$ cat config.mk
export PLATFORM = sky130hd
export DESIGN_NAME = frame_compositor_flat
export DESIGN_NICKNAME = d
export VERILOG_FILES = /design/src/common/display_pkg.sv /design/src/common/pet_pkg.sv /design/src/common/sprite_fetch_if.sv /design/src/frame_compositor.sv /design/src/flat_wrapper.sv
export SDC_FILE = /design/constraint.sdc
export NUM_CORES = 1
export LEC_CHECK = 0
export BUFFER_PORTS_ARGS = -buffer_cell sky130_fd_sc_hd__buf_2
export CAP_MARGIN = 20
export CELL_PAD_IN_SITES_DETAIL_PLACEMENT = 0
export CELL_PAD_IN_SITES_GLOBAL_PLACEMENT = 1
export CORE_ASPECT_RATIO = 1.2
export CORE_MARGIN = 5
export CORE_UTILIZATION = 30
export CTS_CLUSTER_DIAMETER = 120
export DETAILED_ROUTE_END_ITERATION = 6
export HOLD_SLACK_MARGIN = 0.12
export PLACE_DENSITY_LB_ADDON = 0.1
export SKIP_LAST_GASP = 1
export SLEW_MARGIN = 30
export SYNTH_ARGS = -nofsm -noshare
export SYNTH_HDL_FRONTEND = slang
export SYNTH_SLANG_ARGS = --single-unit
export TNS_END_PERCENT = 10
$ cat constraint.sdc
create_clock -name clk -period 4.9 [get_ports clk]
set_clock_uncertainty 0.1 [all_clocks]
set_input_delay 0.98 -clock clk [delete_from_list [all_inputs] [get_ports clk]]
set_output_delay 0.98 -clock clk [all_outputs]
set_load 0.01 [all_outputs]
$ cat src/common/display_pkg.sv
`default_nettype none

package display_pkg;

    // frame geometry.
    localparam int FRAME_COLS  = 128;
    localparam int FRAME_PAGES = 8;                         // eight pixel rows per byte.
    localparam int FRAME_BYTES = FRAME_COLS * FRAME_PAGES;

    typedef logic [$clog2(FRAME_BYTES)-1:0] byte_index_t;  // column * 8 + page.
    typedef logic [$clog2(FRAME_COLS)-1:0]  column_t;
    typedef logic [$clog2(FRAME_PAGES)-1:0] page_t;
    typedef logic [7:0]                     pixel_t;

    // status bars for happiness, hunger and sleep from left to right.
    localparam int BAR_COUNT                = 3;
    localparam int BAR_COL_FIRST [BAR_COUNT] = '{8, 18, 28};
    localparam int BAR_WIDTH                = 5;            // columns per bar.
    localparam int BAR_ROW_FIRST            = 1;            // top page of a bar.
    localparam int BAR_ROWS                 = 5;

    localparam pixel_t FILL_FULL = 8'hEE;                   // two solid segments.
    localparam pixel_t FILL_HALF = 8'hE0;                   // upper segment only.

    // Page r is full above BAR_TOP - BAR_STEP * r and half above
    // a level that sits half a step lower.
    localparam int BAR_TOP  = 110;
    localparam int BAR_STEP = 20;

endpackage

`default_nettype wire

$ cat src/common/pet_pkg.sv
`default_nettype none

package pet_pkg;

    // one-hot pose codes with idle as all zero.
    typedef logic [3:0] pose_t;

    localparam pose_t POSE_IDLE     = 4'b0000;
    localparam pose_t POSE_SLEEPING = 4'b0001;
    localparam pose_t POSE_EATING   = 4'b0010;
    localparam pose_t POSE_TEACHING = 4'b0100;
    localparam pose_t POSE_DEAD     = 4'b1000;

    localparam int POSE_COUNT = 5;

    // Table order is also the order of the frame slots in sprite memory.
    localparam pose_t POSE_CODE [POSE_COUNT] = '{
        POSE_IDLE,
        POSE_SLEEPING,
        POSE_EATING,
        POSE_TEACHING,
        POSE_DEAD
    };

    localparam int POSE_FRAMES [POSE_COUNT] = '{6, 4, 5, 7, 8};
    localparam int POSE_BASE   [POSE_COUNT] = '{0, 6, 10, 15, 22};   // first slot.
    localparam int TOTAL_FRAMES             = 30;

    typedef logic [2:0] frame_idx_t;                 // up to eight frames.

    // sprite address is slot * 1024 + byte index.
    localparam int SLOT_BITS = $clog2(TOTAL_FRAMES);
    localparam int BYTE_BITS = 10;
    localparam int ADDR_BITS = SLOT_BITS + BYTE_BITS;

    typedef logic [SLOT_BITS-1:0] slot_t;
    typedef logic [ADDR_BITS-1:0] sprite_addr_t;

    typedef logic [7:0] stat_t;                      // 0 to 100.

    typedef struct packed {
        stat_t happiness;
        stat_t hunger;
        stat_t sleep;
    } pet_stats_t;

endpackage

`default_nettype wire

$ cat src/common/sprite_fetch_if.sv
`timescale 1ns/100ps
`default_nettype none

// Index and pose of one pixel fetch go in and the frame is looked up.
// The sprite byte comes back a cycle later.
interface sprite_fetch_if;

    display_pkg::byte_index_t byte_index;
    pet_pkg::pose_t           pose;
    pet_pkg::frame_idx_t      frame;       // current frame of the selected pose.
    display_pkg::pixel_t      pixel;       // registered sprite byte.

    modport sequencer (
        input  pose,
        output frame
    );

    modport memory (
        input  byte_index,
        input  pose,
        input  frame,
        output pixel
    );

    modport compositor (
        input  byte_index,
        input  pixel
    );

endinterface

`default_nettype wire

$ cat src/frame_compositor.sv
`timescale 1ns/100ps
`default_nettype none

module frame_compositor (
    input  logic                 clk,
    input  logic                 i_rst_n,
    sprite_fetch_if.compositor   fetch,
    input  pet_pkg::pet_stats_t  i_stats,
    output display_pkg::pixel_t  o_data
);

    display_pkg::column_t column;
    display_pkg::page_t   page;
    pet_pkg::stat_t       bar_stats [display_pkg::BAR_COUNT];
    pet_pkg::stat_t       hit_stat;
    logic                 col_hit;
    logic                 row_hit;
    logic                 bar_hit;
    int                   full_level;
    int                   half_level;
    display_pkg::pixel_t  bar_byte;
    display_pkg::pixel_t  bar_byte_q;
    logic                 bar_hit_q;

    assign column = display_pkg::column_t'(fetch.byte_index / display_pkg::FRAME_PAGES);
    assign page   = display_pkg::page_t'(fetch.byte_index % display_pkg::FRAME_PAGES);

    assign bar_stats[0] = i_stats.happiness;
    assign bar_stats[1] = i_stats.hunger;
    assign bar_stats[2] = i_stats.sleep;

    assign row_hit = (int'(page) >= display_pkg::BAR_ROW_FIRST)
                  && (int'(page) <  display_pkg::BAR_ROW_FIRST + display_pkg::BAR_ROWS);

    // which bar, if any, owns this column.
    always_comb begin
        col_hit  = 1'b0;
        hit_stat = '0;
        for (int b = 0; b < display_pkg::BAR_COUNT; b++) begin
            if ((int'(column) >= display_pkg::BAR_COL_FIRST[b])
             && (int'(column) <  display_pkg::BAR_COL_FIRST[b] + display_pkg::BAR_WIDTH)) begin
                col_hit  = 1'b1;
                hit_stat = bar_stats[b];
            end
        end
    end

    assign bar_hit = col_hit && row_hit;

    // Page 1 is the top of a bar and needs the highest stat to light.
    assign full_level = display_pkg::BAR_TOP - display_pkg::BAR_STEP * int'(page);
    assign half_level = full_level - display_pkg::BAR_STEP / 2;

    always_comb begin
        if (int'(hit_stat) > full_level) begin
            bar_byte = display_pkg::FILL_FULL;
        end else if (int'(hit_stat) > half_level) begin
            bar_byte = display_pkg::FILL_HALF;
        end else begin
            bar_byte = '0;
        end
    end

    // stage 1 runs alongside the sprite read.
    always_ff @(posedge clk) begin
        if (!i_rst_n) begin
            bar_hit_q  <= 1'b0;
            bar_byte_q <= '0;
        end else begin
            bar_hit_q  <= bar_hit;
            bar_byte_q <= bar_byte;
        end
    end

    // stage 2 puts the bars over the sprite.
    always_ff @(posedge clk) begin
        if (!i_rst_n) begin
            o_data <= '0;
        end else begin
            o_data <= bar_hit_q ? bar_byte_q : fetch.pixel;
        end
    end

endmodule

`default_nettype wire

$ cat src/flat_wrapper.sv
// flat-port wrapper written by rule: the top's interface ports become plain ports
module frame_compositor_flat 
  (clk, i_rst_n, i_stats, o_data, fetch_byte_index, fetch_pixel);
  sprite_fetch_if fetch_i ();
  input  logic clk;
  input  logic i_rst_n;
  input  pet_pkg::pet_stats_t i_stats;
  output display_pkg::pixel_t o_data;
  input wire logic [$bits(fetch_i.byte_index)-1:0] fetch_byte_index;
  input wire logic [$bits(fetch_i.pixel)-1:0] fetch_pixel;
  assign fetch_i.byte_index = fetch_byte_index;
  assign fetch_i.pixel = fetch_pixel;
  frame_compositor u_core (.clk(clk), .i_rst_n(i_rst_n), .fetch(fetch_i), .i_stats(i_stats), .o_data(o_data));
endmodule
==> reports/metrics.yaml <==
run_status:
  status: "finished, final reports clean"
clock_network:
  clock_path_buffers: 2
  post_cts_resized: 0
  h-tree-depth: 1
  tritoncts: "done"
  clock_sinks: 11
  postCtsHoldBufs: 0
  post_cts_buffers: 0
  cts_buffers: 3
  cts_root_buf: "clkbuf_8"
  clk_latency_ps: 230
  path_clk_slew_ps: 50
synth:
  synth-async-reset-ratio_pct: 0
  synth_edf_count: 0
  synth_area_per_cell_sq_um: 8.86
  ys_seq_area_share_pct: 18.4
  synthCells: 135
  ys_seq_elements: 11
  syn-cell-area_sq_um: 1200
  syn-num-nets: 201
  yosysWarnings: 0
  synth_cell_types: 43
  synth_ff_type: "dfxtp_1"
floorplan:
  die-area_sq_um: 5360
  die_y_microns: 79.2
  die_x_microns: 67.6
  num_rows: 25
  coreArea_sq_um: 3910
  initial_core_util_pct: 30.6
  num_io_pins: 52
worst_hold_path:
  hold_class: "reg2reg"
  hold_path_end: "u_core.o_data[2]"
  min_from: "u_core.bar_byte_q[3]"
  hold_depth: 2
pwr:
  p_int_w: 0.000201
  vdd.ir_drop.worst_mv: 0.0713
  power_per_cell_area_nw_per_um2: 186
  power.share.clock_pct: 30.1
  leakagePower_nw: 0.862
  switching_share_pct: 29.9
  switchingPower_w: 0.0000857
  p_seq_share_pct: 34.0
  share_comb_of_total_power_pct: 35.9
timing:
  period_share_pct: 81.0
  rsz0062_at_grt: "false"
  fmax_mhz: 252
  tns_ps: 0
  finalHoldViolCount: 0
  min_period_ps: 3970
  drv_slew: 0
  worst_pin_slew_ps: 457
  holdWs_ps: 400
  setup_viol: 0
  relSlewSlack_pct: 69.4
detailed_routing:
  num_vias: 1181
  drc_errors: 0
  drt_wl_total_microns: 3040
  drtIter0Drc: 51
  final_antenna_net_count: 0
  drtPass1Iterations: 4
  vias_per_cell: 4.90
  wl_per_cell_microns: 12.6
critical_path:
  r2r-start: "u_core.bar_hit_q"
  crit_chain: "buf_2, ha_1, ha_1, ha_1, inv_1, fa_1, inv_1, ha_1, and3_1, nand3_1, a2111o_1, or4_1, o311a_1"
  crit_buf_inv: 3
  crit_path_end_kind: "flip-flop"
  cp.required_ps: 4920
  path_common_cell: "ha_1"
  slowest_stage: "or4_1"
  cp.arrival_ps: 3980
  rr_endpoint: "u_core.o_data[6]"
  path_class: "in2reg"
  reg2reg_slack_ps: 3940
  cp_top_family: "adder cells"
  reg2reg_depth: 2
  crit_fanout: 4
  cpPeakStageDelay_ps: 510
  start_kind: "primary input"
finish:
  drive_gt1_share_pct: 31.0
  fin_nets: 254
  num-fill-cells: 414
  areaGrowthSynthToFinish_pct: 29.2
  diodes: 0
placement:
  dpl.hpwl_microns: 2700
  gp_congestion: 0.694
  port_buffers: 51
global_routing:
  grt_pass1_vias: 1198
  grt_max_degree: 13
  antenna_found_initial: 0
  grt-ovfl-total: 0
  grt_usage_pct: 11.7
  grt_pass1_wl_microns: 4910
job:
  cap_violations: 0
## cells in the final DEF, fill, tap and decap left out, types with 4 or more instances in the layout
| cell | synthesis | routed |
|---|---|---|
| a21boi_0 | 6 | 6 |
| a21o_1 | 5 | 5 |
| a222oi_1 | 5 | 5 |
| and3_1 | 6 | 6 |
| buf_2 | 0 | 51 |
| dfxtp_1 | 11 | 11 |
| ha_1 | 20 | 20 |
| inv_1 | 22 | 22 |
| nand2b_1 | 6 | 6 |
| nor2_1 | 4 | 4 |
## kinds of logic (layout without fill, tap and decap cells)
kind of cell,count (synthesis),after routing,synth area share [%]
flip-flops,11,11,18.4
adder cells (fa/ha/maj),23,23,25.1
AND/OR/NAND/NOR,36,36,20.0
XOR/XNOR,2,2,1.46
AO/OA/AOI/OAI,38,38,26.6
buffers and inverters,25,77,8.47
## how the worst max path moves through the flow
stage | cells past startpoint | slack [ps] | from | to
2_1_floorplan | 12 | 980 | fetch_byte_index[0] | u_core.bar_byte_q[3]
3_5_place_dp | 13 | 710 | fetch_byte_index[0] | u_core.bar_byte_q[3]
5_1_grt | 13 | 750 | fetch_byte_index[0] | u_core.bar_byte_q[3]
6_report | 13 | 930 | fetch_byte_index[0] | u_core.bar_byte_q[3]
3_3_place_gp | 13 | 710 | fetch_byte_index[0] | u_core.bar_byte_q[3]
4_1_cts | 13 | 910 | fetch_byte_index[0] | u_core.bar_byte_q[3]
## worst min-delay path: cells and delay by family, from the launching register on
family | cells | cell delay [ps]
compound gates | 1 | 80
flops | 1 | 290
simple gates | 1 | 80
## metrics by stage
stage | instances | power (W) | util [%] | worst slack (ps) | instance area (sq um)
3_5_place_dp | 237 | 0.000202 | 38.4 | 705 | 1500
2_1_floorplan | 135 | 0.000163 | - | 978 | 1200
3_3_place_gp | 237 | 0.000203 | 38.4 | 712 | 1500
6_report | 241 | 0.000287 | 39.5 | 932 | 1550
4_1_cts | 241 | 0.000292 | 39.5 | 914 | 1550
5_1_grt | 241 | 0.000310 | 39.5 | 753 | 1550
## cells in the mapped netlist, types with 2 or more instances
cell type | instances | area share (%)
nor3_1 | 2 | 0.84
a21boi_0 | 6 | 3.8
and3b_1 | 2 | 1.5
xnor2_1 | 2 | 1.5
a222oi_1 | 5 | 4.2
nand2_1 | 3 | 0.94
and3_1 | 6 | 3.1
inv_1 | 22 | 6.9
o311a_1 | 2 | 1.7
nor4b_1 | 3 | 2.2
clkbuf_1 | 2 | 0.63
nand3_1 | 3 | 1.3
nor2_1 | 4 | 1.3
a221oi_1 | 2 | 1.5
fa_1 | 2 | 3.3
o21ai_1 | 2 | 0.84
dfxtp_1 | 11 | 18
ha_1 | 20 | 21
a21o_1 | 5 | 3.1
a21oi_1 | 3 | 1.3
nand2b_1 | 6 | 3.1
## power groups by stage
stage / clock [W] / combinational [W] / sequential [W]
floorplan: 0 / 0.0000617 / 0.000101
global placement: 0 / 0.000104 / 0.0000993
detailed placement: 0 / 0.000103 / 0.0000994
CTS: 0.0000901 / 0.000105 / 0.0000977
global route: 0.0000962 / 0.000116 / 0.0000980
finish: 0.0000863 / 0.000103 / 0.0000976
## final cells by class
class	count	area [sq um]	area share (%)
repair buffers	51	255	16.5
flip-flops and latches	11	220	14.3
well taps	54	67.6	4.37
multi-input cells	99	875	56.6
inverters	22	82.6	5.34
clock buffers	4	45.0	2.91
## per-layer routing
| metal | GRT usage [%] | vias up | share of wire [%] |
|---|---|---|---|
| met1 | 12.0 | 534 | 37 |
| li1 | - | 607 | - |
| met5 | 0 | - | 0 |
| met3 | 2.12 | 2 | 7.1 |
| met2 | 23.2 | 38 | 55 |
| met4 | 3.04 | 0 | 0.46 |
## state kept, by name, summed over array words and instances (netlist names)
name,flops
u_core.bar_byte_q,2
u_core.bar_hit_q,1
u_core.o_data,8
(Power assumes the default switching activity.)
