$ cat src/common/display_pkg.sv
`default_nettype none

package display_pkg;

    // frame geometry.
    localparam int FRAME_COLS  = 128;
    localparam int FRAME_PAGES = 8;                         // eight pixel rows per byte.
    localparam int FRAME_BYTES = FRAME_COLS * FRAME_PAGES;

    typedef logic [$clog2(FRAME_BYTES)-1:0] byte_index_t;  // column * 8 + page.
    typedef logic [$clog2(FRAME_COLS)-1:0]  column_t;
    typedef logic [$clog2(FRAME_PAGES)-1:0] page_t;
    typedef logic [7:0]                     pixel_t;

    // status bars for happiness, hunger and sleep from left to right.
    localparam int BAR_COUNT                = 3;
    localparam int BAR_COL_FIRST [BAR_COUNT] = '{8, 18, 28};
    localparam int BAR_WIDTH                = 5;            // columns per bar.
    localparam int BAR_ROW_FIRST            = 1;            // top page of a bar.
    localparam int BAR_ROWS                 = 5;

    localparam pixel_t FILL_FULL = 8'hEE;                   // two solid segments.
    localparam pixel_t FILL_HALF = 8'hE0;                   // upper segment only.

    // Page r is full above BAR_TOP - BAR_STEP * r and half above
    // a level that sits half a step lower.
    localparam int BAR_TOP  = 110;
    localparam int BAR_STEP = 20;

endpackage

`default_nettype wire

$ cat src/common/pet_pkg.sv
`default_nettype none

package pet_pkg;

    // one-hot pose codes with idle as all zero.
    typedef logic [3:0] pose_t;

    localparam pose_t POSE_IDLE     = 4'b0000;
    localparam pose_t POSE_SLEEPING = 4'b0001;
    localparam pose_t POSE_EATING   = 4'b0010;
    localparam pose_t POSE_TEACHING = 4'b0100;
    localparam pose_t POSE_DEAD     = 4'b1000;

    localparam int POSE_COUNT = 5;

    // Table order is also the order of the frame slots in sprite memory.
    localparam pose_t POSE_CODE [POSE_COUNT] = '{
        POSE_IDLE,
        POSE_SLEEPING,
        POSE_EATING,
        POSE_TEACHING,
        POSE_DEAD
    };

    localparam int POSE_FRAMES [POSE_COUNT] = '{6, 4, 5, 7, 8};
    localparam int POSE_BASE   [POSE_COUNT] = '{0, 6, 10, 15, 22};   // first slot.
    localparam int TOTAL_FRAMES             = 30;

    typedef logic [2:0] frame_idx_t;                 // up to eight frames.

    // sprite address is slot * 1024 + byte index.
    localparam int SLOT_BITS = $clog2(TOTAL_FRAMES);
    localparam int BYTE_BITS = 10;
    localparam int ADDR_BITS = SLOT_BITS + BYTE_BITS;

    typedef logic [SLOT_BITS-1:0] slot_t;
    typedef logic [ADDR_BITS-1:0] sprite_addr_t;

    typedef logic [7:0] stat_t;                      // 0 to 100.

    typedef struct packed {
        stat_t happiness;
        stat_t hunger;
        stat_t sleep;
    } pet_stats_t;

endpackage

`default_nettype wire

$ cat src/common/sprite_fetch_if.sv
`timescale 1ns/100ps
`default_nettype none

// Index and pose of one pixel fetch go in and the frame is looked up.
// The sprite byte comes back a cycle later.
interface sprite_fetch_if;

    display_pkg::byte_index_t byte_index;
    pet_pkg::pose_t           pose;
    pet_pkg::frame_idx_t      frame;       // current frame of the selected pose.
    display_pkg::pixel_t      pixel;       // registered sprite byte.

    modport sequencer (
        input  pose,
        output frame
    );

    modport memory (
        input  byte_index,
        input  pose,
        input  frame,
        output pixel
    );

    modport compositor (
        input  byte_index,
        input  pixel
    );

endinterface

`default_nettype wire

$ cat src/anim_sequencer.sv
`timescale 1ns/100ps
`default_nettype none

module anim_sequencer #(
    parameter int FRAME_TICK_CYCLES = 2**23
) (
    input  logic              clk,
    input  logic              i_rst_n,
    sprite_fetch_if.sequencer fetch
);

    localparam int CNT_BITS = (FRAME_TICK_CYCLES > 1) ? $clog2(FRAME_TICK_CYCLES) : 1;

    logic [CNT_BITS-1:0] tick_cnt;
    logic                tick;
    pet_pkg::frame_idx_t frame_q [pet_pkg::POSE_COUNT];

    assign tick = (tick_cnt == CNT_BITS'(FRAME_TICK_CYCLES - 1));

    always_ff @(posedge clk) begin
        if (!i_rst_n) begin
            tick_cnt <= '0;
        end else if (tick) begin
            tick_cnt <= '0;                         // wrap on the tick.
        end else begin
            tick_cnt <= tick_cnt + 1'b1;
        end
    end

    // All poses step together, so a pose change lands mid-animation.
    always_ff @(posedge clk) begin
        if (!i_rst_n) begin
            for (int p = 0; p < pet_pkg::POSE_COUNT; p++) begin
                frame_q[p] <= '0;
            end
        end else if (tick) begin
            for (int p = 0; p < pet_pkg::POSE_COUNT; p++) begin
                if (frame_q[p] == pet_pkg::frame_idx_t'(pet_pkg::POSE_FRAMES[p] - 1)) begin
                    frame_q[p] <= '0;               // last frame of this pose.
                end else begin
                    frame_q[p] <= frame_q[p] + 1'b1;
                end
            end
        end
    end

    always_comb begin
        fetch.frame = '0;                           // invalid pose reads frame 0.
        for (int p = 0; p < pet_pkg::POSE_COUNT; p++) begin
            if (fetch.pose == pet_pkg::POSE_CODE[p]) begin
                fetch.frame = frame_q[p];
            end
        end
    end

endmodule

`default_nettype wire

$ cat src/flat_wrapper.sv
// flat-port wrapper written by rule: the top's interface ports become plain ports
module anim_sequencer_flat 
#(
    parameter int FRAME_TICK_CYCLES = 2**23
)
  (clk, i_rst_n, fetch_pose, fetch_frame);
  sprite_fetch_if fetch_i ();
  input  logic clk;
  input  logic i_rst_n;
  input wire logic [$bits(fetch_i.pose)-1:0] fetch_pose;
  output wire logic [$bits(fetch_i.frame)-1:0] fetch_frame;
  assign fetch_i.pose = fetch_pose;
  assign fetch_frame = fetch_i.frame;
  anim_sequencer #(.FRAME_TICK_CYCLES(FRAME_TICK_CYCLES)) u_core (.clk(clk), .i_rst_n(i_rst_n), .fetch(fetch_i));
endmodule
$ cat config.mk
export PLATFORM = sky130hd
export DESIGN_NAME = anim_sequencer_flat
export DESIGN_NICKNAME = d
export VERILOG_FILES = /design/src/common/display_pkg.sv /design/src/common/pet_pkg.sv /design/src/common/sprite_fetch_if.sv /design/src/anim_sequencer.sv /design/src/flat_wrapper.sv
export SDC_FILE = /design/constraint.sdc
export NUM_CORES = 1
export LEC_CHECK = 0
export BUFFER_PORTS_ARGS = -buffer_cell sky130_fd_sc_hd__buf_2
export CORE_AREA = 3 3 60 62
export CTS_CLUSTER_SIZE = 14
export DETAILED_ROUTE_END_ITERATION = 7
export DIE_AREA = 0 0 63 65
export PLACE_DENSITY_LB_ADDON = 0.05
export RECOVER_POWER = 50
export SYNTH_ARGS = -nofsm -noshare
export SYNTH_HDL_FRONTEND = slang
export SYNTH_SLANG_ARGS = --single-unit
$ cat constraint.sdc
create_clock -name clk -period 5.35 [get_ports clk]
set_clock_uncertainty 0.2 [all_clocks]
set_input_delay 0.2675 -clock clk [delete_from_list [all_inputs] [get_ports clk]]
set_output_delay 0.2675 -clock clk [all_outputs]
set_load 0.02 [all_outputs]
==> run metrics, run 1 <==
non-filler instance count after layout 256; final setup violating endpoints 0; HPWL after detailed placement 2.35 mm; Final Hold Fails 0; Die X 63 um; fin crit share 57.4%; dpl cells 248; Routed Antenna Nets 0; share of the synthesized area in the top cell type 23.2%; Most used DFF post-synth dfxtp_1; Psw 0.108 mW; num rows 20; pin count of the biggest net entering global routing 28; dominant cell type by area after synthesis dfxtp_1; Seq/Total Area, Yosys 46.0%; Diodes inserted 0; Total Nets Final 228; GP Congestion 0.811; Yosys warnings 0; Root Buffer clkbuf_4; mapped cell area 0.00198 mm^2; CTS resizes 0; CTS Sinks 38; initial antenna violation count 0; Synth Area per Inst 9.76 um^2; Critical Path Sink Type register; async set-or-reset flop fraction in the synthesized netlist 0%; first-pass GRT wire length 5.66 mm; core area 0.00308 mm^2; Final Critical Period 3.07 ns; Power Dens Cells 231 mW/mm^2; final core occ 66.5%; IO Pins 9; Internal 0.365 mW; final routed DRC violation total 0; CP Class reg -> reg; Seq cells post-synth 38; Slew Viols, Final 0; routed via count 1470; Routed WL 3.24 mm; ranking of synthesized cells by area dfxtp_1 23%, edfxtp_1 23%, ha_1 6.9%, a21oi_1 4.0%, nor2_1 3.6%; Post-Synthesis Cells 203; total gr overflow 0; vias in the first global route 1337; sequential power share 65.8%; Rel. slew slack 27.2%; DR vias/cell 5.74; maximum resistive drop on vdd 0.146 mV; Die ar. 0.00410 mm^2; H-tree levels 2; setup bufs post-CTS 0; routed len/inst 12.6 um; Post-Syn Nets 220; fillers 263; flop2flop setup slack 2.28 ns; clock power share 28.8%; Leakage 0.720 nW; outcome finished, final reports clean; Post-synth EDFFs 15; Area growth syn-to-layout 3.28%; min-delay worst type in -> reg; CTS tree yes; PortBufs 8; GRT Util Overall 17.2%; Setup TNS 0 ns; worst endpoint required time 5.11 ns; drt pass-1 iters 4; starting density of the core 64.3%; Max Clk Rate 326 MHz; switch share 22.8%; RSZ-0062 raised after global routing no; layout cells sized above 1 6.13%; TritonCTS buffer count 5; Cell variety after synth 37; worst path arrival time 2.83 ns; synth cell count leaders 23 x dfxtp_1, 19 x nor2_1, 16 x a21oi_1; combinational power share 5.5%; Worst-Margin Slew 1.09 ns; Clock transition at path regs 0.11 ns; max_cap viols 0; Hold Buf Count CTS 0; Critical Path Start Type register; critical path peak fanout 27; Worst-Skew Late Latency 0.33 ns; clk buf depth 2; count leader, synth dfxtp_1; drt initial violations 61; Die Ht 65 um
[state kept, by name (all words and copies together) (netlist names)]
signal,flops
u_core.tick_cnt,23
u_core.frame_q,15
[cells in the final DEF, fill, tap and decap left out, drive strengths merged]
| master | count |
|---|---|
| clkbuf | 9 |
| nor3 | 6 |
| buf | 5 |
| dfxtp | 23 |
| mux2i | 4 |
| nor3b | 4 |
| nand3b | 2 |
| nor4 | 1 |
| and2 | 1 |
| and3 | 6 |
| clkinv | 2 |
| ha | 11 |
| nand2b | 1 |
| xor2 | 5 |
| nand2 | 15 |
| or4b | 1 |
| inv | 11 |
| nand3 | 7 |
| or4 | 6 |
| o21ai | 10 |
| nand4 | 6 |
| o22ai | 1 |
| and4 | 4 |
| a211oi | 4 |
| edfxtp | 15 |
| nor2 | 19 |
| o31ai | 8 |
| or3 | 4 |
| xnor2 | 5 |
| a21oi | 16 |
[metrics by stage]
step                setup WS (ns)  area, um^2  hold slack [ns]  power [mW]
floorplan                    3.00        1980            0.237       0.335
global placement             2.69        2040            0.251       0.342
detailed placement           2.61        2040            0.265       0.344
CTS                          2.60        2090            0.109       0.477
global route                 2.01        2050            0.142       0.494
finish                       2.28        2050            0.116       0.473
[logic make-up after synthesis]
kind of cell | Yosys count | share of synthesized area [%]
muxes | 4 | 2.02
buffers and inverters | 18 | 4.42
DFF | 38 | 46.0
xor gates and xnor gates | 10 | 4.42
adders and majority gates | 11 | 6.95
and+or+nand+nor | 83 | 24.3
AOI/OAI and AO/OA | 39 | 11.9
[power groups by stage]
stage,clock (mW),sequential [mW],combinational [mW]
global route,0.152,0.312,0.0298
detailed placement,0,0.318,0.0263
global placement,0,0.317,0.0249
CTS,0.140,0.311,0.0264
floorplan,0,0.316,0.0188
finish,0.136,0.311,0.0258
[critical path, stage by stage (launching register included)]
cell	delay, ns
dfxtp_1	0.40
ha_1	0.20
and3_1	0.27
nand4_1	0.52
o31ai_4	1.11
[path summary, 6_finish.rpt]
path	startpoint	end	depth (start not counted)
max	u_core.tick_cnt[0]$_SDFF_PP0_	u_core.frame_q[3][0]$_SDFFCE_PN0P_	4
min	i_rst_n	u_core.tick_cnt[10]$_SDFF_PP0_	3
max reg2reg	u_core.tick_cnt[0]$_SDFF_PP0_	u_core.frame_q[3][0]$_SDFFCE_PN0P_	4
min reg2reg	u_core.tick_cnt[0]$_SDFF_PP0_	u_core.tick_cnt[0]$_SDFF_PP0_	1
[cell type report]
type / count / area [um^2] / share of cell area, %
Tap cell: 44 / 55.1 / 2.69
Inverter: 11 / 41.3 / 2.02
Clock inverter: 2 / 8.76 / 0.428
Timing Repair Buffer: 8 / 36.3 / 1.77
Clock buffer: 6 / 41.3 / 2.02
Multi-Input combinational cell: 147 / 952 / 46.5
Sequential cell: 38 / 911 / 44.5
[layer usage]
| layer | vias up | track usage (%) | routed length (um) |
|---|---|---|---|
| met2 | 13 | 29.5 | 1570 |
| met1 | 688 | 21.2 | 1530 |
| met4 | 0 | 4.96 | 27 |
| met3 | 4 | 4.51 | 101 |
| met5 | - | 0 | 0 |
| li1 | 765 | - | - |
No activity file was read; power rests on OpenSTA's default activity.
==> run 2: changes to the inputs <==
CORE_AREA = 3 3 65 67   (was 3 3 60 62)
DIE_AREA = 0 0 68 70   (was 0 0 63 65)
clock period = 2.5 ns   (was 5.35 ns; I/O delays follow)
==> run 2 against run 1 <==
Combinational power grew 130%. Critical endpoint unchanged. Sequential share of layout area shrank 2.4 points. First-iteration DRC count shrank 33%. Cell count grew 2.7%. Flip-flop and latch count is the same. Power grew 140%.
==> run metrics, run 2 (same netlist as run 1, synthesis figures left out) <==
Worst-Skew Late Latency 0.28 ns (-0.05 ns); Routed WL 3.37 mm (+4.0%); Leakage 0.778 nW (+8.1%); final core occ 58.6% (-7.9 points); drt pass-1 iters 5 (+1); HPWL after detailed placement 2.45 mm (+4.2%); max reg flops 23 (unchanged); Crit path largest cell delay 0.65 ns (-0.46 ns); pin count of the biggest net entering global routing 28 (unchanged); Worst-Margin Slew 0.476 ns (-0.615 ns); Final Critical Period 2.30 ns (-0.766 ns); PortBufs 8 (unchanged); min-delay src i_rst_n; TritonCTS buffer count 5 (unchanged); delay-heaviest family, CP simple AND/OR/NAND/NOR gates; Power Dens Cells 530 mW/mm^2 (+130%); initial antenna violation count 0 (unchanged); H-tree levels 2 (unchanged); Hold Path Stages 3 (unchanged); critical path peak fanout 15 (-44%); most common library cell in the layout ignoring fill and taps dfxtp_1; flop2flop setup slack 0.20 ns (-2.08 ns); Critical Path Sink Type register; Area growth syn-to-layout 9.10%; Hold EP u_core.tick_cnt[16]$_SDFF_PP0_; M1 wire length 1.58 mm (+2.8%); Setup TNS 0 ns (unchanged); Rel. slew slack 68.0% (+41 points); GP Congestion 0.748 (-7.7%); Crit-path slowest cell or4_4; fillers 350 (+33%); Crit path buffers/inverters 0 (unchanged); DR vias/cell 5.63 (-2.0%); max_cap viols 0 (unchanged); Die ar. 0.00476 mm^2 (+16%); routed wl met2 1.62 mm (+2.8%); Clock transition at path regs 0.07 ns (-0.04 ns); CTS Sinks 38 (unchanged); Reg with most FFs u_core.tick_cnt; Root Buffer clkbuf_8; RSZ-0062 raised after global routing no; Critical Path Start Type register; worst path arrival time 2.21 ns (-0.62 ns); routed via count 1480 (+0.68%); reg2reg start u_core.tick_cnt[0]$_SDFF_PP0_; min-delay worst type in -> reg; Final Hold Fails 0 (unchanged); maximum resistive drop on vdd 0.435 mV (+200%); Slew Viols, Final 0 (unchanged); layout cells sized above 1 10.2% (+4.1 points); max layer used met4; num rows 22 (+10%); worst endpoint required time 2.41 ns (-2.70 ns); Max Clk Rate 434 MHz (+33%); first-pass GRT wire length 6.03 mm (+6.6%); CTS tree yes; setup bufs post-CTS 0 (unchanged); core area 0.00369 mm^2 (+20%); CP Class reg -> reg; non-filler instance count after layout 263 (+2.7%); DR WL met3 125 um (+24%); CTS resizes 0 (unchanged); GRT Util Overall 16.3% (-0.89 points); starting density of the core 53.7% (-11 points); Total Nets Final 231 (+1.3%); r2r endpoint u_core.frame_q[3][0]$_SDFFCE_PN0P_; Hold Worst Slack 0.0520 ns (-0.0641 ns); critical path, cell by cell ha_1, and3_1, nand4_4, or4_4, a211oi_1; Overall Power 1.14 mW (+140%); vias in the first global route 1374 (+2.8%); Die X 68 um (+7.9%); clk buf depth 2 (unchanged); final setup violating endpoints 0 (unchanged); routed len/inst 12.8 um (+1.2%); most frequent cells in the layout 23 x dfxtp_1, 19 x nor2_1, 16 x a21oi_1; outcome finished, final reports clean; total gr overflow 0 (unchanged); Hold Buf Count CTS 0 (unchanged); largest registers u_core.tick_cnt: 23 flops, u_core.frame_q: 15 flops; dpl cells 255 (+2.8%); drt initial violations 41 (-33%); Diodes inserted 0 (unchanged); Die Ht 70 um (+7.7%); Routed Antenna Nets 0 (unchanged); IO Pins 9 (unchanged); fin crit share 92.1% (+35 points); final routed DRC violation total 0 (unchanged); cells on worst reg2reg path 5 (+1)
## run 2: layer usage
layer | track usage (%) | vias to the layer above
met2 | 26.2 | 21
met3 | 4.34 | 5
met1 | 20.5 | 690
met5 | 0 | -
li1 | - | 764
met4 | 5.96 | 0
## run 2: per-stage QoR
stage                     worst slack, ns  instance area, um^2
after floorplan                     0.152                 1980
after global placement              0.279                 2080
after detailed placement            0.203                 2080
after CTS                           0.168                 2170
after global routing               0.0186                 2160
final                               0.196                 2160
## run 2: worst max path at each step
stage	cells past startpoint	end	slack (ns)	startpoint
2_1_floorplan	6	u_core.frame_q[0][0]$_SDFFCE_PN0P_	0.15	u_core.tick_cnt[0]$_SDFF_PP0_
3_5_place_dp	5	u_core.frame_q[3][0]$_SDFFCE_PN0P_	0.20	u_core.tick_cnt[0]$_SDFF_PP0_
4_1_cts	5	u_core.frame_q[3][0]$_SDFFCE_PN0P_	0.17	u_core.tick_cnt[0]$_SDFF_PP0_
3_3_place_gp	5	u_core.frame_q[3][0]$_SDFFCE_PN0P_	0.28	u_core.tick_cnt[0]$_SDFF_PP0_
6_report	5	u_core.frame_q[3][0]$_SDFFCE_PN0P_	0.20	u_core.tick_cnt[0]$_SDFF_PP0_
5_1_grt	5	u_core.frame_q[3][0]$_SDFFCE_PN0P_	0.02	u_core.tick_cnt[0]$_SDFF_PP0_
## run 2: cell type report
cell class	count	area, um^2	area share, %
inverter	11	41.3	1.91
sequential	38	911	42.2
timing repair buffer	11	71.3	3.30
clock inverter	1	5.00	0.232
multi-input combinational	147	986	45.6
clock buffer	7	86.3	4.00
tap	48	60.1	2.78
## run 2: worst min-delay path: stages
cell	delay, ns
buf_2	0.13
inv_1	0.17
a21oi_1	0.06
## run 2: power breakdown
group	internal, mW	leakage (nW)	switching [mW]	total [mW]
Combinational	0.0249	0.388	0.0352	0.0601
Sequential	0.654	0.342	0.0118	0.666
Clock	0.222	0.0482	0.196	0.418
